**config.mk**
```make
export PLATFORM = sky130hd
export DESIGN_NAME = bus_decoder
export DESIGN_NICKNAME = d
export VERILOG_FILES = /design/src/bus_pkg.sv /design/src/bus_decoder.sv
export SDC_FILE = /design/constraint.sdc
export NUM_CORES = 1
export LEC_CHECK = 0
export BUFFER_PORTS_ARGS = -buffer_cell sky130_fd_sc_hd__buf_2
export CORE_AREA = 2 2 39 41
export DETAILED_ROUTE_END_ITERATION = 6
export DIE_AREA = 0 0 41 43
export GPL_TIMING_DRIVEN = 1
export PLACE_DENSITY = 0.61
export SYNTH_ARGS = -nofsm -noshare
export SYNTH_HDL_FRONTEND = slang
export SYNTH_SLANG_ARGS = --single-unit
```
**constraint.sdc**
```tcl
create_clock -name vclk -period 0.8
set_input_delay 0.08 -clock vclk [all_inputs]
set_output_delay 0.08 -clock vclk [all_outputs]
set_load 0.03 [all_outputs]
```
**src/bus_pkg.sv**
```systemverilog
package bus_pkg;

    localparam int BUS_ADDR_WIDTH = 18;                // Full SPI address space
    localparam int BUS_DATA_WIDTH = 8;                 // Byte-wide bus
    localparam int MEM_ADDR_WIDTH = 10;                // 1 KiB RAM, mirrored
    localparam int MEM_DEPTH      = 1 << MEM_ADDR_WIDTH;
    localparam int REG_SPACE_BIT  = 17;                // 1 = registers, 0 = RAM

    // Register indexes, decoded over addr[16:0]
    localparam logic [REG_SPACE_BIT-1:0] REG_CONFIG_ADDR = 17'd0;   // Straps, read-only
    localparam logic [REG_SPACE_BIT-1:0] REG_STATUS_ADDR = 17'd1;   // LED, read/write

    typedef struct packed {
        logic [BUS_ADDR_WIDTH-1:0] addr;               // Byte address
        logic [BUS_DATA_WIDTH-1:0] wdata;              // Write payload
        logic                      we;                 // 1 = write, 0 = read
    } bus_req_t;

    typedef struct packed {
        logic [BUS_DATA_WIDTH-1:0] rdata;              // Valid with ack
    } bus_rsp_t;

endpackage

```
**src/bus_decoder.sv**
```systemverilog
`timescale 1ns/100ps

module bus_decoder (
    input  logic              clock_i,                 // Assertion clock only
    input  logic              rst_i,
    input  bus_pkg::bus_req_t bus_req_i,               // From controller
    input  logic              bus_cyc_i,
    output bus_pkg::bus_rsp_t bus_rsp_o,
    output logic              bus_ack_o,
    output logic              mem_cyc_o,               // RAM select
    input  bus_pkg::bus_rsp_t mem_rsp_i,
    input  logic              mem_ack_i,
    output logic              reg_cyc_o,               // Register select
    input  bus_pkg::bus_rsp_t reg_rsp_i,
    input  logic              reg_ack_i
);
    logic sel_reg;                                     // Register space hit

    assign sel_reg = bus_req_i.addr[bus_pkg::REG_SPACE_BIT];

    assign mem_cyc_o = bus_cyc_i & ~sel_reg;
    assign reg_cyc_o = bus_cyc_i & sel_reg;

    // Address is held for the whole cycle, so the mux stays on one slave
    assign bus_rsp_o = sel_reg ? reg_rsp_i : mem_rsp_i;
    assign bus_ack_o = sel_reg ? reg_ack_i : mem_ack_i;

    a_one_ack: assert property (@(posedge clock_i) disable iff (rst_i)
        !(mem_ack_i && reg_ack_i));

endmodule

```
==> metrics.cfg <==
[floorplan]
start_util = 0.115
die_w_um = 41
core-area_um2 = 1380
row_count = 14
fp.dieArea_um2 = 1760
die_h_um = 43
ios = 59

[layout]
nNetsFinal = 94
design_area_um2 = 435
seq_cells = 0
num-fill-cells = 144
clock_buffers = 0
areaGrowthSynthToFinish_pct = 174
layout-drive-gt1-share = 1.00
n_antenna_cell = 0
regArea_um2 = 0

[logic_synthesis]
yosysSeqAreaShare = 0
synthCells = 12
synth_area_um2 = 159
synth.yosys.warnings = 0
synthesis.nets = 60
synth_cell_types = 5
avgSynthCellArea_um2 = 13.2

[placed_design]
io_buffers = 31
dp.final_hpwl_um = 672
placed_area_um2 = 343
gp_congestion = 0.644

[setup_path]
worstPathArrival_ps = 760
critical_path_class = in2out
cp-end-kind = output pin
critPathMaxFanout = 5
cp-start-kind = input pin
startpoint = bus_req_i[26]
crit_chain = buf_12, buf_12, mux2_4, buf_6
slowest_stage = mux2_4
max_stage_delay_ps = 300
critical_path_required_ps = 720
path_common_cell = buf_12

[outcome]
violations = negative setup slack
status = finished, violations left

[grt]
grt_pass1_vias = 202
track_usage = 0.0749
gr-total-overflow = 0
grt_max_degree = 6
antenna_found_initial = 0
grt_pass1_wl_um = 931

[min_path]
hold_class = in2out
hold_start = reg_ack_i

[sta]
hold_viol_final = 0
fin_crit_sh = 1.06
worstMarginPinSlew_ps = 156
fmax_mhz = 1180
drv_slew = 0
rsz0062_at_grt = true
maxSlewHeadroom = 0.897
finalSetupViolCount = 8
setup_ws_ps = -44.6
fin_crit_ps = 845

[power_and_ir_drop]
report.power.total_uw = 333
p_per_area_nw_per_um2 = 766
p_leak_nw = 0.246
ir_worst_vdd_v = 0.000242

[route]
wl_per_cell_um = 11.5
drtPass1Iterations = 1
via_per_inst = 3.77
routed-via-count = 226
drc_errors = 0
ant_nets = 0
drtIter0Drc = 0
wl_um = 692

[run]
maxCapViolCount = 0

[cts]
hold_buffers = 0

==> worst max-delay path: cells and delay by family <==
family,cells,cell delay (ps)
buf+inv,3,380
mux,1,300
==> final timing paths <==
| check | endpoint | slack [ps] | cells past startpoint |
|---|---|---|---|
| worst min-delay path | bus_ack_o | 480 | 3 |
| worst max-delay path | bus_rsp_o[0] | -40 | 4 |
==> kinds of logic (layout without fill, tap and decap cells) <==
kind of cell | count (synthesis) | in the layout | synth area share
AND/OR/NAND/NOR | 2 | 2 | 0.102
buffers and inverters | 1 | 33 | 0.0709
multiplexers | 9 | 9 | 0.827
==> Yosys cell counts <==
cell     count  area share
mux2_2       1       0.071
buf_6        1       0.071
mux2_4       8        0.76
and2b_2      1       0.055
and2_2       1       0.047
==> final cells by class <==
cell class	count	area, µm²	share of cell area
multi-input combinational	11	148	0.339
tap	16	20.0	0.0460
timing repair buffer	33	268	0.615
==> metal layers <==
layer / track usage / part of all wire
met5: 0 / 0
met4: 0 / 0
met3: 0.0366 / 0.25
met2: 0.0875 / 0.25
met1: 0.127 / 0.50
==> layout by cell type, fill, tap and decap left out <==
master and instances:
buf_2 22, mux2_4 8, buf_6 8, buf_12 2, and2b_2 1, and2_2 1, mux2_2 1, buf_16 1
==> timing repair <==
item / CTS / global route
gates cloned: 1 / 0
buffers inserted: 0 / 0
setup endpoints to repair: 10 / 8
pin swaps: 0 / 0
resized for setup: 21 / 0
==> power by group <==
group	switching [mW]	internal [mW]	leakage [nW]
Clock	0	0	0
Sequential	0	0	0
Combinational	0.149	0.184	0.246
==> through the flow <==
step | TNS, ps | std cells | hold WS [ps] | utilization | setup slack (ps)
finish | -275 | 60 | 484 | 0.315 | -44.6
global route | -362 | 60 | 492 | 0.315 | -60.9
CTS | -302 | 60 | 487 | 0.315 | -47.2
detailed placement | -883 | 59 | 543 | 0.248 | -116
global placement | -790 | 59 | 550 | 0.248 | -106
floorplan | 0 | 12 | 340 | - | 155
Note: power is estimated with default switching activity, not from simulation.
