===== src/bus_pkg.sv =====
package bus_pkg;

    localparam int BUS_ADDR_WIDTH = 18;                // Full SPI address space
    localparam int BUS_DATA_WIDTH = 8;                 // Byte-wide bus
    localparam int MEM_ADDR_WIDTH = 10;                // 1 KiB RAM, mirrored
    localparam int MEM_DEPTH      = 1 << MEM_ADDR_WIDTH;
    localparam int REG_SPACE_BIT  = 17;                // 1 = registers, 0 = RAM

    // Register indexes, decoded over addr[16:0]
    localparam logic [REG_SPACE_BIT-1:0] REG_CONFIG_ADDR = 17'd0;   // Straps, read-only
    localparam logic [REG_SPACE_BIT-1:0] REG_STATUS_ADDR = 17'd1;   // LED, read/write

    typedef struct packed {
        logic [BUS_ADDR_WIDTH-1:0] addr;               // Byte address
        logic [BUS_DATA_WIDTH-1:0] wdata;              // Write payload
        logic                      we;                 // 1 = write, 0 = read
    } bus_req_t;

    typedef struct packed {
        logic [BUS_DATA_WIDTH-1:0] rdata;              // Valid with ack
    } bus_rsp_t;

endpackage


===== src/spi_pkg.sv =====
package spi_pkg;

    localparam logic [1:0] SPI_OP_WRITE = 2'b01;       // Header + data byte
    localparam logic [1:0] SPI_OP_READ  = 2'b10;       // Header + dummy byte

    localparam int SPI_HDR_BYTES   = 3;                // Cmd, addr hi, addr lo
    localparam int SPI_FRAME_BYTES = 4;                // Fixed frame length

    // First byte of every frame
    typedef struct packed {
        logic [1:0] op;                                // Opcode
        logic [3:0] rsvd;                              // Ignored
        logic [1:0] addr_hi;                           // Address bits 17:16
    } spi_cmd_t;

    // Remaining header bytes follow MSB first:
    // addr[15:8], then addr[7:0]

endpackage


===== src/spi_shifter.sv =====
`timescale 1ns/100ps

module spi_shifter (
    input  logic       clock_i,                        // System clock
    input  logic       rst_i,                          // Sync reset
    input  logic       spi_cs_ni,                      // Chip select, active low
    input  logic       spi_sck_i,                      // Mode 0 serial clock
    input  logic       spi_sd_i,                       // MCU -> FPGA
    output logic       spi_sd_o,                       // FPGA -> MCU
    input  logic [7:0] tx_byte_i,                      // Next byte to send
    input  logic       tx_load_i,                      // Load tx_byte_i
    output logic [7:0] rx_byte_o,                      // Last complete byte
    output logic       rx_valid_o,                     // One pulse per byte
    output logic       frame_active_o                  // Synced ~cs
);
    logic [1:0] cs_sync;                               // 2-flop synchronizers
    logic [1:0] sck_sync;
    logic [1:0] sd_sync;
    logic       sck_prev;                              // For edge detect
    logic [2:0] bit_cnt;                               // Bit within byte
    logic [6:0] rx_shift;                              // First 7 bits of byte
    logic [7:0] tx_shift;                              // MSB drives sdo
    logic       sck_rise;
    logic       sck_fall;

    always_ff @(posedge clock_i) begin
        if (rst_i) begin
            cs_sync  <= 2'b11;                         // Deselected
            sck_sync <= 2'b00;                         // Mode 0 idle low
            sck_prev <= 1'b0;
        end else begin
            cs_sync  <= {cs_sync[0], spi_cs_ni};
            sck_sync <= {sck_sync[0], spi_sck_i};
            sck_prev <= sck_sync[1];
        end
    end

    always_ff @(posedge clock_i) begin
        sd_sync <= {sd_sync[0], spi_sd_i};             // Same delay as sck
    end

    assign frame_active_o = ~cs_sync[1];
    assign sck_rise       = sck_sync[1] & ~sck_prev & frame_active_o;
    assign sck_fall       = ~sck_sync[1] & sck_prev & frame_active_o;

    always_ff @(posedge clock_i) begin
        if (rst_i) begin
            bit_cnt    <= '0;
            rx_valid_o <= 1'b0;
        end else begin
            rx_valid_o <= 1'b0;
            if (!frame_active_o) begin
                bit_cnt <= '0;                         // cs high restarts framing
            end else if (sck_rise) begin
                bit_cnt    <= bit_cnt + 3'd1;          // Wraps every byte
                rx_valid_o <= (bit_cnt == 3'd7);
            end
        end
    end

    always_ff @(posedge clock_i) begin
        if (sck_rise) begin
            rx_shift <= {rx_shift[5:0], sd_sync[1]};   // Sample on rising edge
            if (bit_cnt == 3'd7) begin
                rx_byte_o <= {rx_shift, sd_sync[1]};
            end
        end
    end

    // No shift on the byte-boundary fall, so a late load still shows its MSB
    always_ff @(posedge clock_i) begin
        if (rst_i || !frame_active_o) begin
            tx_shift <= '0;                            // sdo idles low
        end else if (tx_load_i) begin
            tx_shift <= tx_byte_i;
        end else if (sck_fall && bit_cnt != 3'd0) begin
            tx_shift <= {tx_shift[6:0], 1'b0};         // Change after falling edge
        end
    end

    assign spi_sd_o = tx_shift[7];

    a_rx_in_frame: assert property (@(posedge clock_i) disable iff (rst_i)
        rx_valid_o |-> frame_active_o);

endmodule


===== src/spi1_controller.sv =====
`timescale 1ns/100ps

module spi1_controller (
    input  logic              clock_i,                 // System clock
    input  logic              rst_i,                   // Sync reset
    input  logic              spi_cs_ni,               // Chip select, active low
    input  logic              spi_sck_i,               // Serial clock
    input  logic              spi_sd_i,                // MCU -> FPGA
    output logic              spi_sd_o,                // FPGA -> MCU
    output logic              spi_stall_o,             // Hold sck while high
    output bus_pkg::bus_req_t bus_req_o,               // Held for whole cycle
    output logic              bus_cyc_o,
    input  bus_pkg::bus_rsp_t bus_rsp_i,
    input  logic              bus_ack_i
);
    logic [7:0]        rx_byte;
    logic              rx_valid;
    logic              frame_active;
    logic              tx_load;
    logic [1:0]        byte_cnt;                       // Byte index in frame
    logic [1:0]        op_q;                           // Opcode of current frame
    spi_pkg::spi_cmd_t cmd;
    logic              last_hdr;
    logic              last_data;

    spi_shifter i_shifter (
        .clock_i       (clock_i),
        .rst_i         (rst_i),
        .spi_cs_ni     (spi_cs_ni),
        .spi_sck_i     (spi_sck_i),
        .spi_sd_i      (spi_sd_i),
        .spi_sd_o      (spi_sd_o),
        .tx_byte_i     (bus_rsp_i.rdata),              // Read data straight from bus
        .tx_load_i     (tx_load),
        .rx_byte_o     (rx_byte),
        .rx_valid_o    (rx_valid),
        .frame_active_o(frame_active)
    );

    assign cmd       = spi_pkg::spi_cmd_t'(rx_byte);
    assign last_hdr  = (byte_cnt == 2'(spi_pkg::SPI_HDR_BYTES - 1));
    assign last_data = (byte_cnt == 2'(spi_pkg::SPI_FRAME_BYTES - 1));
    assign tx_load   = bus_cyc_o & bus_ack_i & ~bus_req_o.we;   // Read data returned

    always_ff @(posedge clock_i) begin
        if (rst_i) begin
            byte_cnt    <= '0;
            op_q        <= '0;
            bus_req_o   <= '0;
            bus_cyc_o   <= 1'b0;
            spi_stall_o <= 1'b0;
        end else begin
            if (bus_cyc_o && bus_ack_i) begin
                bus_cyc_o   <= 1'b0;                   // Drop cyc after ack
                spi_stall_o <= 1'b0;                   // Release master
            end

            // An abort only drops the frame; a running cycle still finishes
            if (!frame_active) begin
                byte_cnt <= '0;
            end else if (rx_valid) begin
                byte_cnt <= byte_cnt + 2'd1;
                case (byte_cnt)
                    2'd0: begin
                        op_q <= cmd.op;
                        bus_req_o.addr[bus_pkg::BUS_ADDR_WIDTH-1 -: 2] <= cmd.addr_hi;
                    end
                    2'd1: bus_req_o.addr[15:8] <= rx_byte;
                    default: ;
                endcase

                if (last_hdr) begin
                    bus_req_o.addr[7:0] <= rx_byte;
                    if (op_q == spi_pkg::SPI_OP_READ) begin
                        bus_req_o.we <= 1'b0;
                        bus_cyc_o    <= 1'b1;          // Read issues before dummy byte
                        spi_stall_o  <= 1'b1;
                    end
                end

                if (last_data && op_q == spi_pkg::SPI_OP_WRITE) begin
                    bus_req_o.wdata <= rx_byte;
                    bus_req_o.we    <= 1'b1;
                    bus_cyc_o       <= 1'b1;           // Write issues after data byte
                    spi_stall_o     <= 1'b1;
                end
            end
        end
    end

    a_req_stable: assert property (@(posedge clock_i) disable iff (rst_i)
        bus_cyc_o && !bus_ack_i |=> $stable(bus_req_o));

    a_no_byte_stalled: assert property (@(posedge clock_i) disable iff (rst_i)
        rx_valid |-> !spi_stall_o);

endmodule


===== config.mk =====
export PLATFORM = sky130hd
export DESIGN_NAME = spi1_controller
export DESIGN_NICKNAME = d
export VERILOG_FILES = /design/src/bus_pkg.sv /design/src/spi_pkg.sv /design/src/spi_shifter.sv /design/src/spi1_controller.sv
export SDC_FILE = /design/constraint.sdc
export NUM_CORES = 1
export LEC_CHECK = 0
export BUFFER_PORTS_ARGS = -buffer_cell sky130_fd_sc_hd__buf_2
export CAP_MARGIN = 10
export CORE_ASPECT_RATIO = 0.7
export CORE_UTILIZATION = 35
export DETAILED_ROUTE_END_ITERATION = 10
export PLACE_DENSITY = 0.66
export SKIP_CTS_REPAIR_TIMING = 1
export SLEW_MARGIN = 20
export SYNTH_ARGS = -nofsm -noshare
export SYNTH_HDL_FRONTEND = slang
export SYNTH_SLANG_ARGS = --single-unit

===== constraint.sdc =====
create_clock -name clock_i -period 4.5 [get_ports clock_i]
set_input_delay 0.225 -clock clock_i [delete_from_list [all_inputs] [get_ports clock_i]]
set_output_delay 0.225 -clock clock_i [all_outputs]
set_load 0.1 [all_outputs]

==> impl_metrics.tcl <==
set metrics [dict create \
    outcome "complete, no violations" \
    finalHoldViolCount 0 \
    setup-tns-final_ns 0 \
    clock-root-buffer "clkbuf_8" \
    r2r_setup_slack_ns 2.25 \
    seq_area_sq_um 1490 \
    vdd_drop_max_v 0.000125 \
    dieHeight_microns 73.8 \
    stdcell_count 371 \
    tritoncts "built" \
    worst-path-buf-inv 0 \
    detail_route.iter0.violations 140 \
    post_detailed_route_count_of_antenna_violating_nets 0 \
    firstDrtPassIters 4 \
    cts-root-to-sink-buffers 2 \
    leakagePower_uw 0.00128 \
    place.detailed.hpwl_microns 3200 \
    detail_route.wl_per_cell_microns 13.0 \
    cts.sinks 67 \
    powerDensity_nw_per_um2 366 \
    design.die.area_sq_um 7720 \
    rows 25 \
    worst_setup_hold_path_clk_slew_ns 0.07 \
    timing.final.setup_violations 0 \
    clock_insertion_delay_worst_skew_ns 0.33 \
    pin_count_of_the_biggest_net_entering_global_routing 40 \
    core_sq_um 6940 \
    area_delta_synth_final_pct 17.8 \
    grt_first_pass_wirelength_microns 7960 \
    buffer_ports.inserted 43 \
    post_route_cells_drive_above_1_share_pct 22.4 \
    placed_area_sq_um 2840 \
    final_nets 293 \
    netlist_instances 231 \
    fin_ws_ns 2.25 \
    finalCritPeriodShare_pct 50.0 \
    number_of_antenna_violations_at_the_first_check_in_global_routing 0 \
    synth.yosys.warnings 0 \
    fmaxAchievable_mhz 445 \
    detail_route.wirelength_microns 4840 \
    slowest_stage "nor3b_1" \
    via_count_of_the_first_global_routing_pass 1657 \
    syn_area_per_cell_sq_um 11.2 \
    multi_input_comb_area_sq_um 987 \
    place_ws_ns 2.22 \
    top_level_port_count 44 \
    final_common_cell "dfxtp_1" \
    post_drt_via_cell_ratio 4.73 \
    period_needed_ns 2.25 \
    drc 0 \
    grt_util_all_layers_pct 13.4 \
    critical_path_class "reg2reg" \
    crit_chain "nor3b_1, and2_1" \
    cpLargestDelayFamily "simple AND/OR/NAND/NOR gates" \
    yosysSeqAreaShare_pct 57.8 \
    critPathRequiredTime_ns 4.49 \
    dp.cells 354 \
    number_of_maximum_capacitance_constraint_violations 0 \
    worst_slew_pin_slew_ns 0.959 \
    cts_buffers 9 \
    antenna_diodes 0 \
    worst_slew_margin_rel_pct 35.9 \
    detailroute.via_count 1753 \
    grt_setup_unrepaired "false" \
    timing.clock.skew_ns 0.00674 \
    synth.distinct_cells 30 \
    start_util_pct 37.2 \
    endpoint_type_of_the_worst_setup_path "flip-flop" \
    commonest_non_fill_non_tap_cells_in_the_layout "52 x dfxtp_1, 43 x buf_2, 26 x nor2_1" \
    layout.cell_area.non_filler_sq_um 3040 \
    overflow 0 \
    hp-class "in2reg" \
    critical_path_arrival_ns 2.24 \
    routabilityCongestion 0.694 \
    crit_fanout 24 \
    cp_slowest_stage_delay_ns 0.88 \
    synth.cell_area_sq_um 2580 \
    fillCellCount 656 \
    timing_max_transition_violations_final 0 \
    dieWidth_microns 105 \
    kind_of_start_point_of_the_critical_path "flip-flop" \
    syn_nets 252 \
    htreeDepth 3 \
    synth-seq-cells 67 \
]
[worst reg2reg max path: stages, from the launching register on]
cell,delay (ns)
dfxtp_1,0.53
nor3b_1,0.88
and2_1,0.49
[state kept, by name (all words and copies together), names as in the netlist]
name and cells:
byte_cnt 2, i_shifter.sck_prev 1, i_shifter.sd_sync 2, bus_cyc_o 1, i_shifter.rx_shift 7, i_shifter.sck_sync 2
op_q 2, bus_req_o 27, i_shifter.tx_shift 8, i_shifter.cs_sync 2, i_shifter.rx_valid_o 1, i_shifter.bit_cnt 3
spi_stall_o 1, i_shifter.rx_byte_o 8
[kinds of logic (layout without fill, tap and decap cells)]
kind of cell    Yosys count  after routing  share of synthesized area [%]
flops                    67             67                           57.8
simple gates             67             67                           15.4
compound gates           44             44                           9.85
mux                      23             23                           8.92
buf+inv                  21             67                           3.93
fa+ha+maj                 7              7                           3.39
xor+xnor                  2              2                          0.679
[area by class of cell]
class,instances,area share (%)
inverter,6,0.741
sequential,67,49.1
clock inverter,3,1.32
tap,94,3.87
timing repair buffer,45,7.65
clock buffer,13,4.90
multi-input combinational,143,32.5
[cell usage after synthesis (all sizes together)]
library cell	count	area [sq um]
o21ai	16	80.1
mux2i	23	230
xnor2	2	17.5
nand4b	1	8.76
nor2	26	97.6
dfxtp	52	1040
and2	1	6.26
clkbuf	7	26.3
a21oi	12	60.1
nand4bb	1	11.3
nor2b	5	38.8
a31oi	7	43.8
or2	3	18.8
nor4bb	1	10.0
or4b	7	70.1
inv	6	22.5
nand2	3	11.3
nand3	8	40.0
edfxtp	15	450
nor3b	1	7.51
buf	8	52.6
o311ai	1	8.76
ha	7	87.6
a211o	1	8.76
nand3b	6	45.0
nand2b	4	32.5
o31ai	7	52.6
[routing by layer]
| metal | vias up | GRT usage, % | part of all wire [%] |
|---|---|---|---|
| li1 | 909 | - | - |
| met4 | 0 | 4.23 | 1.4 |
| met1 | 805 | 18.7 | 53 |
| met2 | 31 | 19.3 | 41 |
| met3 | 8 | 4.88 | 4.2 |
| met5 | - | 0 | 0 |
[worst paths after layout]
kind	to	from	depth (start not counted)
setup reg to reg	i_shifter.rx_byte_o[4]$_DFFE_PP_	i_shifter.cs_sync[1]$_SDFF_PP1_	2
hold reg to reg	i_shifter.sd_sync[1]$_DFF_P_	i_shifter.sd_sync[0]$_DFF_P_	0
hold / removal	i_shifter.cs_sync[0]$_SDFF_PP1_	spi_cs_ni	2
setup / recovery	i_shifter.rx_byte_o[4]$_DFFE_PP_	i_shifter.cs_sync[1]$_SDFF_PP1_	2
[power breakdown]
part | total (uW) | switching, uW | internal, uW
registers | 618 | 3.15 | 615
clock network | 477 | 207 | 270
logic | 18.5 | 10.4 | 8.07
[metrics by stage]
| stage | power (uW) | utilization, % | hold WS [ns] |
|---|---|---|---|
| finish | 1110 | 43.8 | 0.0808 |
| global placement | 650 | 40.9 | 0.313 |
| floorplan | 642 | - | 0.253 |
| CTS | 1120 | 43.6 | -0.0219 |
| detailed placement | 650 | 40.9 | 0.314 |
| global route | 1160 | 43.8 | 0.0766 |
Power figures use the tool's default switching activity.
