$ cat src/bus_pkg.sv
package bus_pkg;

    localparam int BUS_ADDR_WIDTH = 18;                // Full SPI address space
    localparam int BUS_DATA_WIDTH = 8;                 // Byte-wide bus
    localparam int MEM_ADDR_WIDTH = 10;                // 1 KiB RAM, mirrored
    localparam int MEM_DEPTH      = 1 << MEM_ADDR_WIDTH;
    localparam int REG_SPACE_BIT  = 17;                // 1 = registers, 0 = RAM

    // Register indexes, decoded over addr[16:0]
    localparam logic [REG_SPACE_BIT-1:0] REG_CONFIG_ADDR = 17'd0;   // Straps, read-only
    localparam logic [REG_SPACE_BIT-1:0] REG_STATUS_ADDR = 17'd1;   // LED, read/write

    typedef struct packed {
        logic [BUS_ADDR_WIDTH-1:0] addr;               // Byte address
        logic [BUS_DATA_WIDTH-1:0] wdata;              // Write payload
        logic                      we;                 // 1 = write, 0 = read
    } bus_req_t;

    typedef struct packed {
        logic [BUS_DATA_WIDTH-1:0] rdata;              // Valid with ack
    } bus_rsp_t;

endpackage

$ cat src/sys_regs.sv
`timescale 1ns/100ps

module sys_regs (
    input  logic              clock_i,
    input  logic              rst_i,
    input  bus_pkg::bus_req_t req_i,
    input  logic              cyc_i,                   // Already decoded
    output bus_pkg::bus_rsp_t rsp_o,
    output logic              ack_o,
    input  logic              config_crt_i,            // 0 = 12", 1 = 9"
    input  logic              config_kbd_i,            // 0 = business, 1 = graphics
    output logic              status_no                // LED, active low
);
    logic [1:0]                          crt_sync;     // Async strap inputs
    logic [1:0]                          kbd_sync;
    logic                                led_q;        // 1 = LED on
    logic [bus_pkg::REG_SPACE_BIT-1:0]   reg_idx;
    logic                                serve;

    assign reg_idx = req_i.addr[bus_pkg::REG_SPACE_BIT-1:0];
    assign serve   = cyc_i & ~ack_o;

    always_ff @(posedge clock_i) begin
        crt_sync <= {crt_sync[0], config_crt_i};
        kbd_sync <= {kbd_sync[0], config_kbd_i};
    end

    always_ff @(posedge clock_i) begin
        if (rst_i) begin
            led_q <= 1'b0;                             // LED off
            ack_o <= 1'b0;
        end else begin
            ack_o <= serve;
            if (serve && req_i.we && reg_idx == bus_pkg::REG_STATUS_ADDR) begin
                led_q <= req_i.wdata[0];               // Other indexes ignore writes
            end
        end
    end

    always_ff @(posedge clock_i) begin
        if (serve) begin
            case (reg_idx)
                bus_pkg::REG_CONFIG_ADDR: rsp_o.rdata <= {6'b0, kbd_sync[1], crt_sync[1]};
                bus_pkg::REG_STATUS_ADDR: rsp_o.rdata <= {7'b0, led_q};
                default:                  rsp_o.rdata <= '0;
            endcase
        end
    end

    assign status_no = ~led_q;

endmodule

$ cat config.mk
export PLATFORM = sky130hd
export DESIGN_NAME = sys_regs
export DESIGN_NICKNAME = d
export VERILOG_FILES = /design/src/bus_pkg.sv /design/src/sys_regs.sv
export SDC_FILE = /design/constraint.sdc
export NUM_CORES = 1
export LEC_CHECK = 0
export BUFFER_PORTS_ARGS = -buffer_cell sky130_fd_sc_hd__buf_2
export CORE_AREA = 2 2 39 41
export CTS_CLUSTER_DIAMETER = 40
export CTS_CLUSTER_SIZE = 30
export DETAILED_ROUTE_END_ITERATION = 8
export DIE_AREA = 0 0 41 43
export PLACE_DENSITY = 0.74
export SETUP_SLACK_MARGIN = 0.2
export SLEW_MARGIN = 20
export SYNTH_ARGS = -nofsm -noshare
export SYNTH_HDL_FRONTEND = slang
export SYNTH_SLANG_ARGS = --single-unit
$ cat constraint.sdc
create_clock -name clock_i -period 2.2 [get_ports clock_i]
set_clock_uncertainty 0.05 [all_clocks]
set_input_delay 0 -clock clock_i [delete_from_list [all_inputs] [get_ports clock_i]]
set_output_delay 0 -clock clock_i [all_outputs]
set_load 0.02 [all_outputs]
==> impl_metrics.toml, run 1 <==
[pwr]
ir_drop_v = 0.000242
p_leak_nw = 0.264
power_mw = 0.330
power.density_nw_per_um2 = 603

[floorplanning]
dieArea_sq_um = 1760
rows = 14
core_area_sq_um = 1380
die_h_microns = 43
initial_core_util = 0.247
die_x_microns = 41
io_pins = 42

[routing]
wl_per_cell_microns = 8.58
dr.pass1.iters = 1
num_vias = 326
vias_per_cell = 3.93
post-route-drc-count = 0
first_iter_violations = 0
ant_nets = 0
wirelength_microns = 712

[placement]
gp_congestion = 0.616
port_buffers = 27

[global_route]
grt_start_max_net_pins = 6
grt_pass1_wl_microns = 1260
antenna_found_initial = 0
overflow = 0
gr-usage-all-layers = 0.108
grt_pass1_vias = 348

[layout]
final_nets = 100
layout-drive-gt1-share = 0.478
diodes = 0
areaGrowthSynthToFinish_pct = 60.1

[timing]
period_minus_slack_ns = 1.23
finalHoldViolations = 0
final.setup.tns_ns = 0
fmax_mhz = 811
rsz0062_at_grt = "no"
setup_violations = 0
fin_crit_sh = 0.561
slew_violations = 0

[setup_path]
crit_type = "register to register"
worstReg2RegStart = "ack_o"
critPathMaxStageDelay_ns = 0.54
end_kind = "register"
path_buf_inv = 1
startpoint = "ack_o"
crit_slowest_cell = "dlygate4sd3_1"
cp-start-kind = "register"
cp_data_arrival_time_ns = 1.33
worstSetupEndpoint = "ack_o"
crit_fanout = 3
reg2reg_depth = 3
cp_cell_sequence = "nand2b_1, nor2_1, dlygate4sd3_1"
timing.rr.end = "ack_o"
cpLargestDelayFamily = "buffers and inverters"
crit_required_ns = 2.30
reg2reg_slack_ns = 0.97
cp.depth = 3

[cts]
clk_latency_ns = 0.26
cts_max_level = 1
cts_repair_resize_count = 0
cts_tree = "done"
root_buffer = "clkbuf_4"
hold_buffers = 5
ctsLongestPathBuffers = 2
postCtsSetupRepairBufs = 0
cts_made_buffers = 3
cts.sinks = 8
path_clk_slew_ns = 0.06

[yosys]
synth_top_cell_by_area = "dfxtp_1"
ys.warnings.count = 0
synth.distinct_cells = 14
syn_area_sq_um = 342
synth-seq-area-share = 0.527
ys_ff_latch = 8
post_synth.cell_area_avg_sq_um = 10.7
synth_top_area_frac = 0.352
synth_area_leaders = "dfxtp_1 35%, edfxtp_1 18%, buf_4 13%"
synthCells = 32

[hold_path]
min_path_type = "input port to register"

[job]
maxCapViolations = 0

[outcome]
outcome = "finished clean"
-- sequential cells by signal, indices dropped and copies added (netlist names) --
register / count
crt_sync: 2
rsp_o: 2
ack_o: 1
led_q: 1
kbd_sync: 2
-- metrics by stage --
step                      hold slack, ns  worst slack, ns  utilization  instance area (sq um)  cells
final                             0.0140            0.966        0.395                    547     83
after global routing              0.0115            0.896        0.395                    547     83
after CTS                         0.0132            0.966        0.395                    547     83
after detailed placement          0.0536             1.05        0.340                    470     74
after global placement            0.0532             1.06        0.340                    470     74
after floorplan                  -0.0223             1.19            -                    360     37
-- placed cells by master, fill, tap and decap left out, drive strengths merged --
cell         instances
edfxtp               2
nor3b                1
nor3                 1
nor2                 2
nand2                1
nand2b               3
inv                  2
clkbuf               4
nand4                1
dfxtp                6
dlygate4sd3          5
nor4                 4
buf                 27
conb                 6
mux2i                2
-- logic make-up (layout without fill, tap and decap cells) --
| group | count (synthesis) | in the layout | synth area share |
|---|---|---|---|
| other cells | 1 | 6 | 0.0110 |
| simple gates | 13 | 13 | 0.249 |
| buf+inv | 8 | 38 | 0.154 |
| mux | 2 | 2 | 0.0586 |
| flops | 8 | 8 | 0.527 |
-- Yosys cell counts --
cell,n
edfxtp_1,2
nand4_1,1
nand2b_1,3
nor4_2,1
nor3b_1,1
nor2_1,2
nor4_1,3
dfxtp_1,6
inv_1,2
buf_4,6
nor3_2,1
conb_1,1
nand2_1,1
mux2i_1,2
-- how the worst min path moves through the flow --
stage | from | end | slack (ns) | cells past startpoint
floorplan | config_crt_i | crt_sync[0] | -0.02 | 0
global placement | config_crt_i | crt_sync[0] | 0.05 | 1
detailed placement | config_kbd_i | kbd_sync[0] | 0.05 | 1
CTS | req_i[9] | rsp_o[1] | 0.01 | 2
global route | req_i[9] | rsp_o[1] | 0.01 | 2
finish | req_i[9] | rsp_o[1] | 0.01 | 2
-- layout make-up --
class	count	area (sq um)
repair buffers	32	185
well taps	16	20.0
flip-flops and latches	8	180
inverters	2	7.51
fillers	160	837
multi-input cells	21	128
clock buffers	4	26.3
-- report_power, final --
part	internal (mW)	total (mW)	switching, mW
Combinational	0.0256	0.0503	0.0247
Clock	0.0695	0.121	0.0516
Sequential	0.157	0.159	0.00139
Total	0.252	0.330	0.0777
-- per-layer routing --
| layer | track usage | wire [microns] | share of wire |
|---|---|---|---|
| met4 | 0.0200 | 0 | 0 |
| met3 | 0.0785 | 54 | 0.076 |
| met5 | 0 | 0 | 0 |
| met1 | 0.0984 | 223 | 0.31 |
| met2 | 0.184 | 434 | 0.61 |
Note: power is estimated with default switching activity, not from simulation.
==> run 2, diff against run 1 <==
==> constraint.sdc (replaced) <==
create_clock -name clock_i -period 1.2 [get_ports clock_i]
set_clock_uncertainty 0.05 [all_clocks]
set_input_delay 0 -clock clock_i [delete_from_list [all_inputs] [get_ports clock_i]]
set_output_delay 0 -clock clock_i [all_outputs]
set_load 0.02 [all_outputs]
==> impl_metrics.toml, run 2 (same netlist as run 1, synthesis figures left out) <==
[layout]
fillers = 147
final_common_cell = "buf_2"
areaGrowthSynthToFinish_pct = 69.6
postLayoutCoreUtil = 0.419
diodes = 0
layout-drive-gt1-share = 0.537
largest_registers = "crt_sync x2, kbd_sync x2, rsp_o x2"
stdcell_area_sq_um = 579
layout_common_cells = "27 x buf_2, 6 x conb_1, 6 x dfxtp_1, 5 x dlygate4sd3_1, 4 x nor4_2"
final_nets = 100

[timing]
setup_violations = 0
slew_violations = 0
fmax_mhz = 1040
whs_ns = 0.0270
finalHoldViolations = 0
rsz0062_at_grt = "yes"
period_minus_slack_ns = 0.963
fin_crit_sh = 0.802

[setup_path]
end_kind = "register"
crit_type = "input port to register"
cp_data_arrival_time_ns = 1.08
cp-start-kind = "input port"
reg2reg_slack_ns = 0.27
crit_fanout = 3
reg2reg_depth = 3
crit_required_ns = 1.32

[routing]
ant_nets = 0
wirelength_microns = 784
wl_per_cell_microns = 9.45
first_iter_violations = 1
post-route-drc-count = 0
num_vias = 333
dr.pass1.iters = 2
vias_per_cell = 4.01

[pwr]
ir_drop_v = 0.000460
power.density_nw_per_um2 = 1050
p_leak_nw = 0.275
power_mw = 0.610

[floorplanning]
io_pins = 42
core_area_sq_um = 1380
rows = 14
initial_core_util = 0.247
dieArea_sq_um = 1760
die_h_microns = 43
die_x_microns = 41

[global_route]
overflow = 0
gr-usage-all-layers = 0.113
antenna_found_initial = 0
grt_pass1_wl_microns = 1280
grt_start_max_net_pins = 6
grt_pass1_vias = 331

[job]
maxCapViolations = 0

[hold_path]
min_path_type = "input port to register"
hold_depth = 2

[outcome]
outcome = "finished clean"

[cts]
postCtsSetupRepairBufs = 0
cts_max_level = 1
ctsLongestPathBuffers = 2
root_buffer = "clkbuf_4"
cts.sinks = 8
cts_made_buffers = 3
clk_latency_ns = 0.25
cts_tree = "done"
path_clk_slew_ns = 0.06

[placement]
place_area_sq_um = 478
port_buffers = 27
gp_congestion = 0.625
-- run 2: cell count changes in the layout (fill, tap and decap cells not counted) --
cell	delta
nand2b_1	-1
nand2b_4	+1
nor3_2	-1
nor3_4	+1
nor4_1	-3
nor4_2	+3
-- run 2: worst paths after layout --
| check | startpoint | to |
|---|---|---|
| min reg2reg | kbd_sync[0] | kbd_sync[1] |
| max reg2reg | ack_o | led_q |
| min | req_i[9] | rsp_o[1] |
| max | req_i[24] | led_q |
-- run 2: where the power goes --
part	total, mW	switching [mW]	internal (mW)	leakage, nW
clock	0.216	0.0889	0.127	0.0150
sequential	0.291	0.00259	0.288	0.0704
combinational	0.103	0.0525	0.0508	0.189
-- run 2: layout make-up --
type | instances | area [sq um] | share of cell area
repair buffers | 32 | 185 | 0.320
clock buffers | 4 | 26.3 | 0.0454
flip-flops and latches | 8 | 180 | 0.311
multi-input cells | 21 | 160 | 0.276
inverters | 2 | 7.51 | 0.0130
well taps | 16 | 20.0 | 0.0346
-- run 2: repair_timing --
item	CTS	global route
pin swaps	1	1
setup endpoints to repair	1	1
endpoints found under the hold margin	4	0
gates resized for setup	1	3
hold buffers	5	0
-- run 2: metrics by stage --
step	worst slack, ns	cells	TNS, ns
3_3_place_gp	0.0570	74	0
2_1_floorplan	0.225	37	0
4_1_cts	0.227	83	0
5_1_grt	0.143	83	0
6_report	0.237	83	0
3_5_place_dp	-0.00619	74	-0.00619
-- run 2: metal layers --
layer / global-route usage / wire length (microns) / up-vias
li1: - / - / 167
met1: 0.0924 / 261 / 156
met5: 0 / 0 / -
met3: 0.0838 / 55 / 0
met4: 0.0733 / 0 / 0
met2: 0.178 / 467 / 10
-- run 2: critical path, stage by stage --
cell and delay, ns:
buf_2 0.10, nor4_2 0.26, nand4_1 0.24, nor3_4 0.24
mux2i_1 0.24
==> run 3, diff against run 2 <==
--- a/config.mk
+++ b/config.mk
@@ -5,13 +5,14 @@
 export SDC_FILE = /design/constraint.sdc
 export NUM_CORES = 1
 export LEC_CHECK = 0
+export ABC_AREA = 1
 export BUFFER_PORTS_ARGS = -buffer_cell sky130_fd_sc_hd__buf_2
 export CORE_AREA = 2 2 39 41
 export CTS_CLUSTER_DIAMETER = 40
 export CTS_CLUSTER_SIZE = 30
 export DETAILED_ROUTE_END_ITERATION = 8
 export DIE_AREA = 0 0 41 43
-export PLACE_DENSITY = 0.74
+export PLACE_DENSITY = 0.77
 export SETUP_SLACK_MARGIN = 0.2
 export SLEW_MARGIN = 20
 export SYNTH_ARGS = -nofsm -noshare
==> constraint.sdc (replaced) <==
create_clock -name clock_i -period 1 [get_ports clock_i]
set_clock_uncertainty 0.05 [all_clocks]
set_input_delay 0 -clock clock_i [delete_from_list [all_inputs] [get_ports clock_i]]
set_output_delay 0 -clock clock_i [all_outputs]
set_load 0.02 [all_outputs]
==> impl_metrics.toml, run 3 <==
[outcome]
outcome = "finished clean"

[routing]
wl_met1_microns = 236
post-route-drc-count = 0
wl_met2_microns = 449
wirelength_microns = 764
wl_per_cell_microns = 7.72
ant_nets = 0
route.met3.wl_microns = 78
dr.pass1.iters = 4
vias_per_cell = 3.90
num_vias = 386
first_iter_violations = 2
highest_layer = "met3"

[timing]
fmax_mhz = 1070
rsz0062_at_grt = "yes"
fin_crit_sh = 0.935
final.setup.tns_ns = 0
slew_violations = 0
finalHoldViolations = 0
setup_violations = 0
period_minus_slack_ns = 0.935

[floorplanning]
core_area_sq_um = 1380
die_h_microns = 43
dieArea_sq_um = 1760
io_pins = 42
rows = 14
die_x_microns = 41
initial_core_util = 0.277

[yosys]
post_synth.cell_area_avg_sq_um = 7.98
ys_ff_latch = 8
synth-seq-area-share = 0.471
synth_top_area_frac = 0.314
yosys-top-cells-count = "11 x nor2_1, 6 x buf_4, 6 x dfxtp_1, 6 x nand2_1, 5 x inv_1"
synth.distinct_cells = 16
async_flop_share = 0
synth_most_common_cell = "nor2_1"
ys.warnings.count = 0
synth_edf_count = 2
synthCells = 48
synth_top_cell_by_area = "dfxtp_1"
synth_area_leaders = "dfxtp_1 31%, edfxtp_1 16%, buf_4 12%"
syn_area_sq_um = 383
ys.flop_type = "dfxtp_1"

[hold_path]
min_path_type = "input port to register"

[placement]
dpl.hpwl_microns = 626
place_inst = 90
port_buffers = 27
gp_congestion = 0.641

[global_route]
gr-usage-all-layers = 0.126
overflow = 0
grt_start_max_net_pins = 6
grt_pass1_vias = 410
antenna_found_initial = 0
grt_pass1_wl_microns = 1500

[layout]
layout-drive-gt1-share = 0.446
diodes = 0
finalNonFillerCells = 99
fillers = 146
final_common_cell = "buf_2"
final_nets = 116
areaGrowthSynthToFinish_pct = 60.5
layout_common_cells = "26 x buf_2, 10 x nor2_1, 6 x nand2_1, 6 x conb_1"
largest_registers = "crt_sync x2, kbd_sync x2, rsp_o x2"

[setup_path]
crit_fanout = 4
crit_slowest_cell = "dfxtp_4"
critPathMaxStageDelay_ns = 0.36
cp-start-kind = "register"
crit_type = "register to register"
cp_data_arrival_time_ns = 0.86
crit_required_ns = 0.92
cpLargestDelayFamily = "flip-flops"
cp_cell_sequence = "buf_4, nor2_4"
path_buf_inv = 1
end_kind = "register"

[cts]
root_buffer = "clkbuf_4"
clk_latency_ns = 0.24
cts_max_level = 1
cts_tree = "done"
cts_made_buffers = 3
path_clk_slew_ns = 0.06
cts.sinks = 8
ctsLongestPathBuffers = 2

[pwr]
ir_drop_v = 0.00104
power.density_nw_per_um2 = 1200
p_leak_nw = 0.322

[job]
maxCapViolations = 0
## run 3: report_power, final
group	internal (mW)	switching (mW)	total, mW
clock network	0.152	0.104	0.256
registers	0.345	0.00599	0.351
logic	0.0648	0.0631	0.128
total	0.562	0.173	0.735
## run 3: repair_timing
action,in CTS,in global routing
pin swaps,3,2
resized for setup,1,3
hold buffers,4,0
buffers inserted,0,1
endpoints found under the setup margin,7,7
endpoints found under the hold margin,4,0
## run 3: through the flow
step | instance area (sq um) | util | power (mW) | worst slack, ns | hold slack (ns)
finish | 614 | 0.444 | 0.735 | 0.0654 | 0.0403
global route | 614 | 0.444 | 0.800 | 0.0242 | 0.0570
CTS | 596 | 0.430 | 0.743 | 0.0541 | 0.00696
detailed placement | 523 | 0.378 | 0.463 | 0.0238 | 0.0536
global placement | 523 | 0.378 | 0.459 | 0.0662 | 0.0530
floorplan | 413 | - | 0.429 | 0.144 | -0.0223
## run 3: logic make-up (layout without fill, tap and decap cells)
group,count (synthesis),in the layout,share of synthesized area
and+or+nand+nor,28,28,0.353
buffers and inverters,11,41,0.167
DFF,8,8,0.471
other,1,6,0.00979
## run 3: cell type report
class	instances	area, sq um	area share
Timing Repair Buffer	32	189	0.308
Clock buffer	4	26.3	0.0428
Tap cell	16	20.0	0.0326
Sequential cell	8	184	0.299
Inverter	5	18.8	0.0305
Multi-Input combinational cell	34	176	0.287
## run 3: tightest hold or removal path, stage by stage
cell	delay (ns)
buf_2	0.08
inv_1	0.09
nor3_1	0.13
## run 3: worst paths after layout
check              start           to  slack [ns]  cells after the start
max                ack_o     rsp_o[1]        0.07                      2
min                cyc_i        ack_o        0.04                      3
max reg2reg        ack_o     rsp_o[1]        0.07                      2
min reg2reg  kbd_sync[0]  kbd_sync[1]        0.28                      0
## run 3: per-layer routing
layer / GRT usage / vias up
met3: 0.0838 / 0
met2: 0.206 / 18
li1: - / 205
met1: 0.125 / 163
met5: 0 / -
met4: 0.0333 / 0
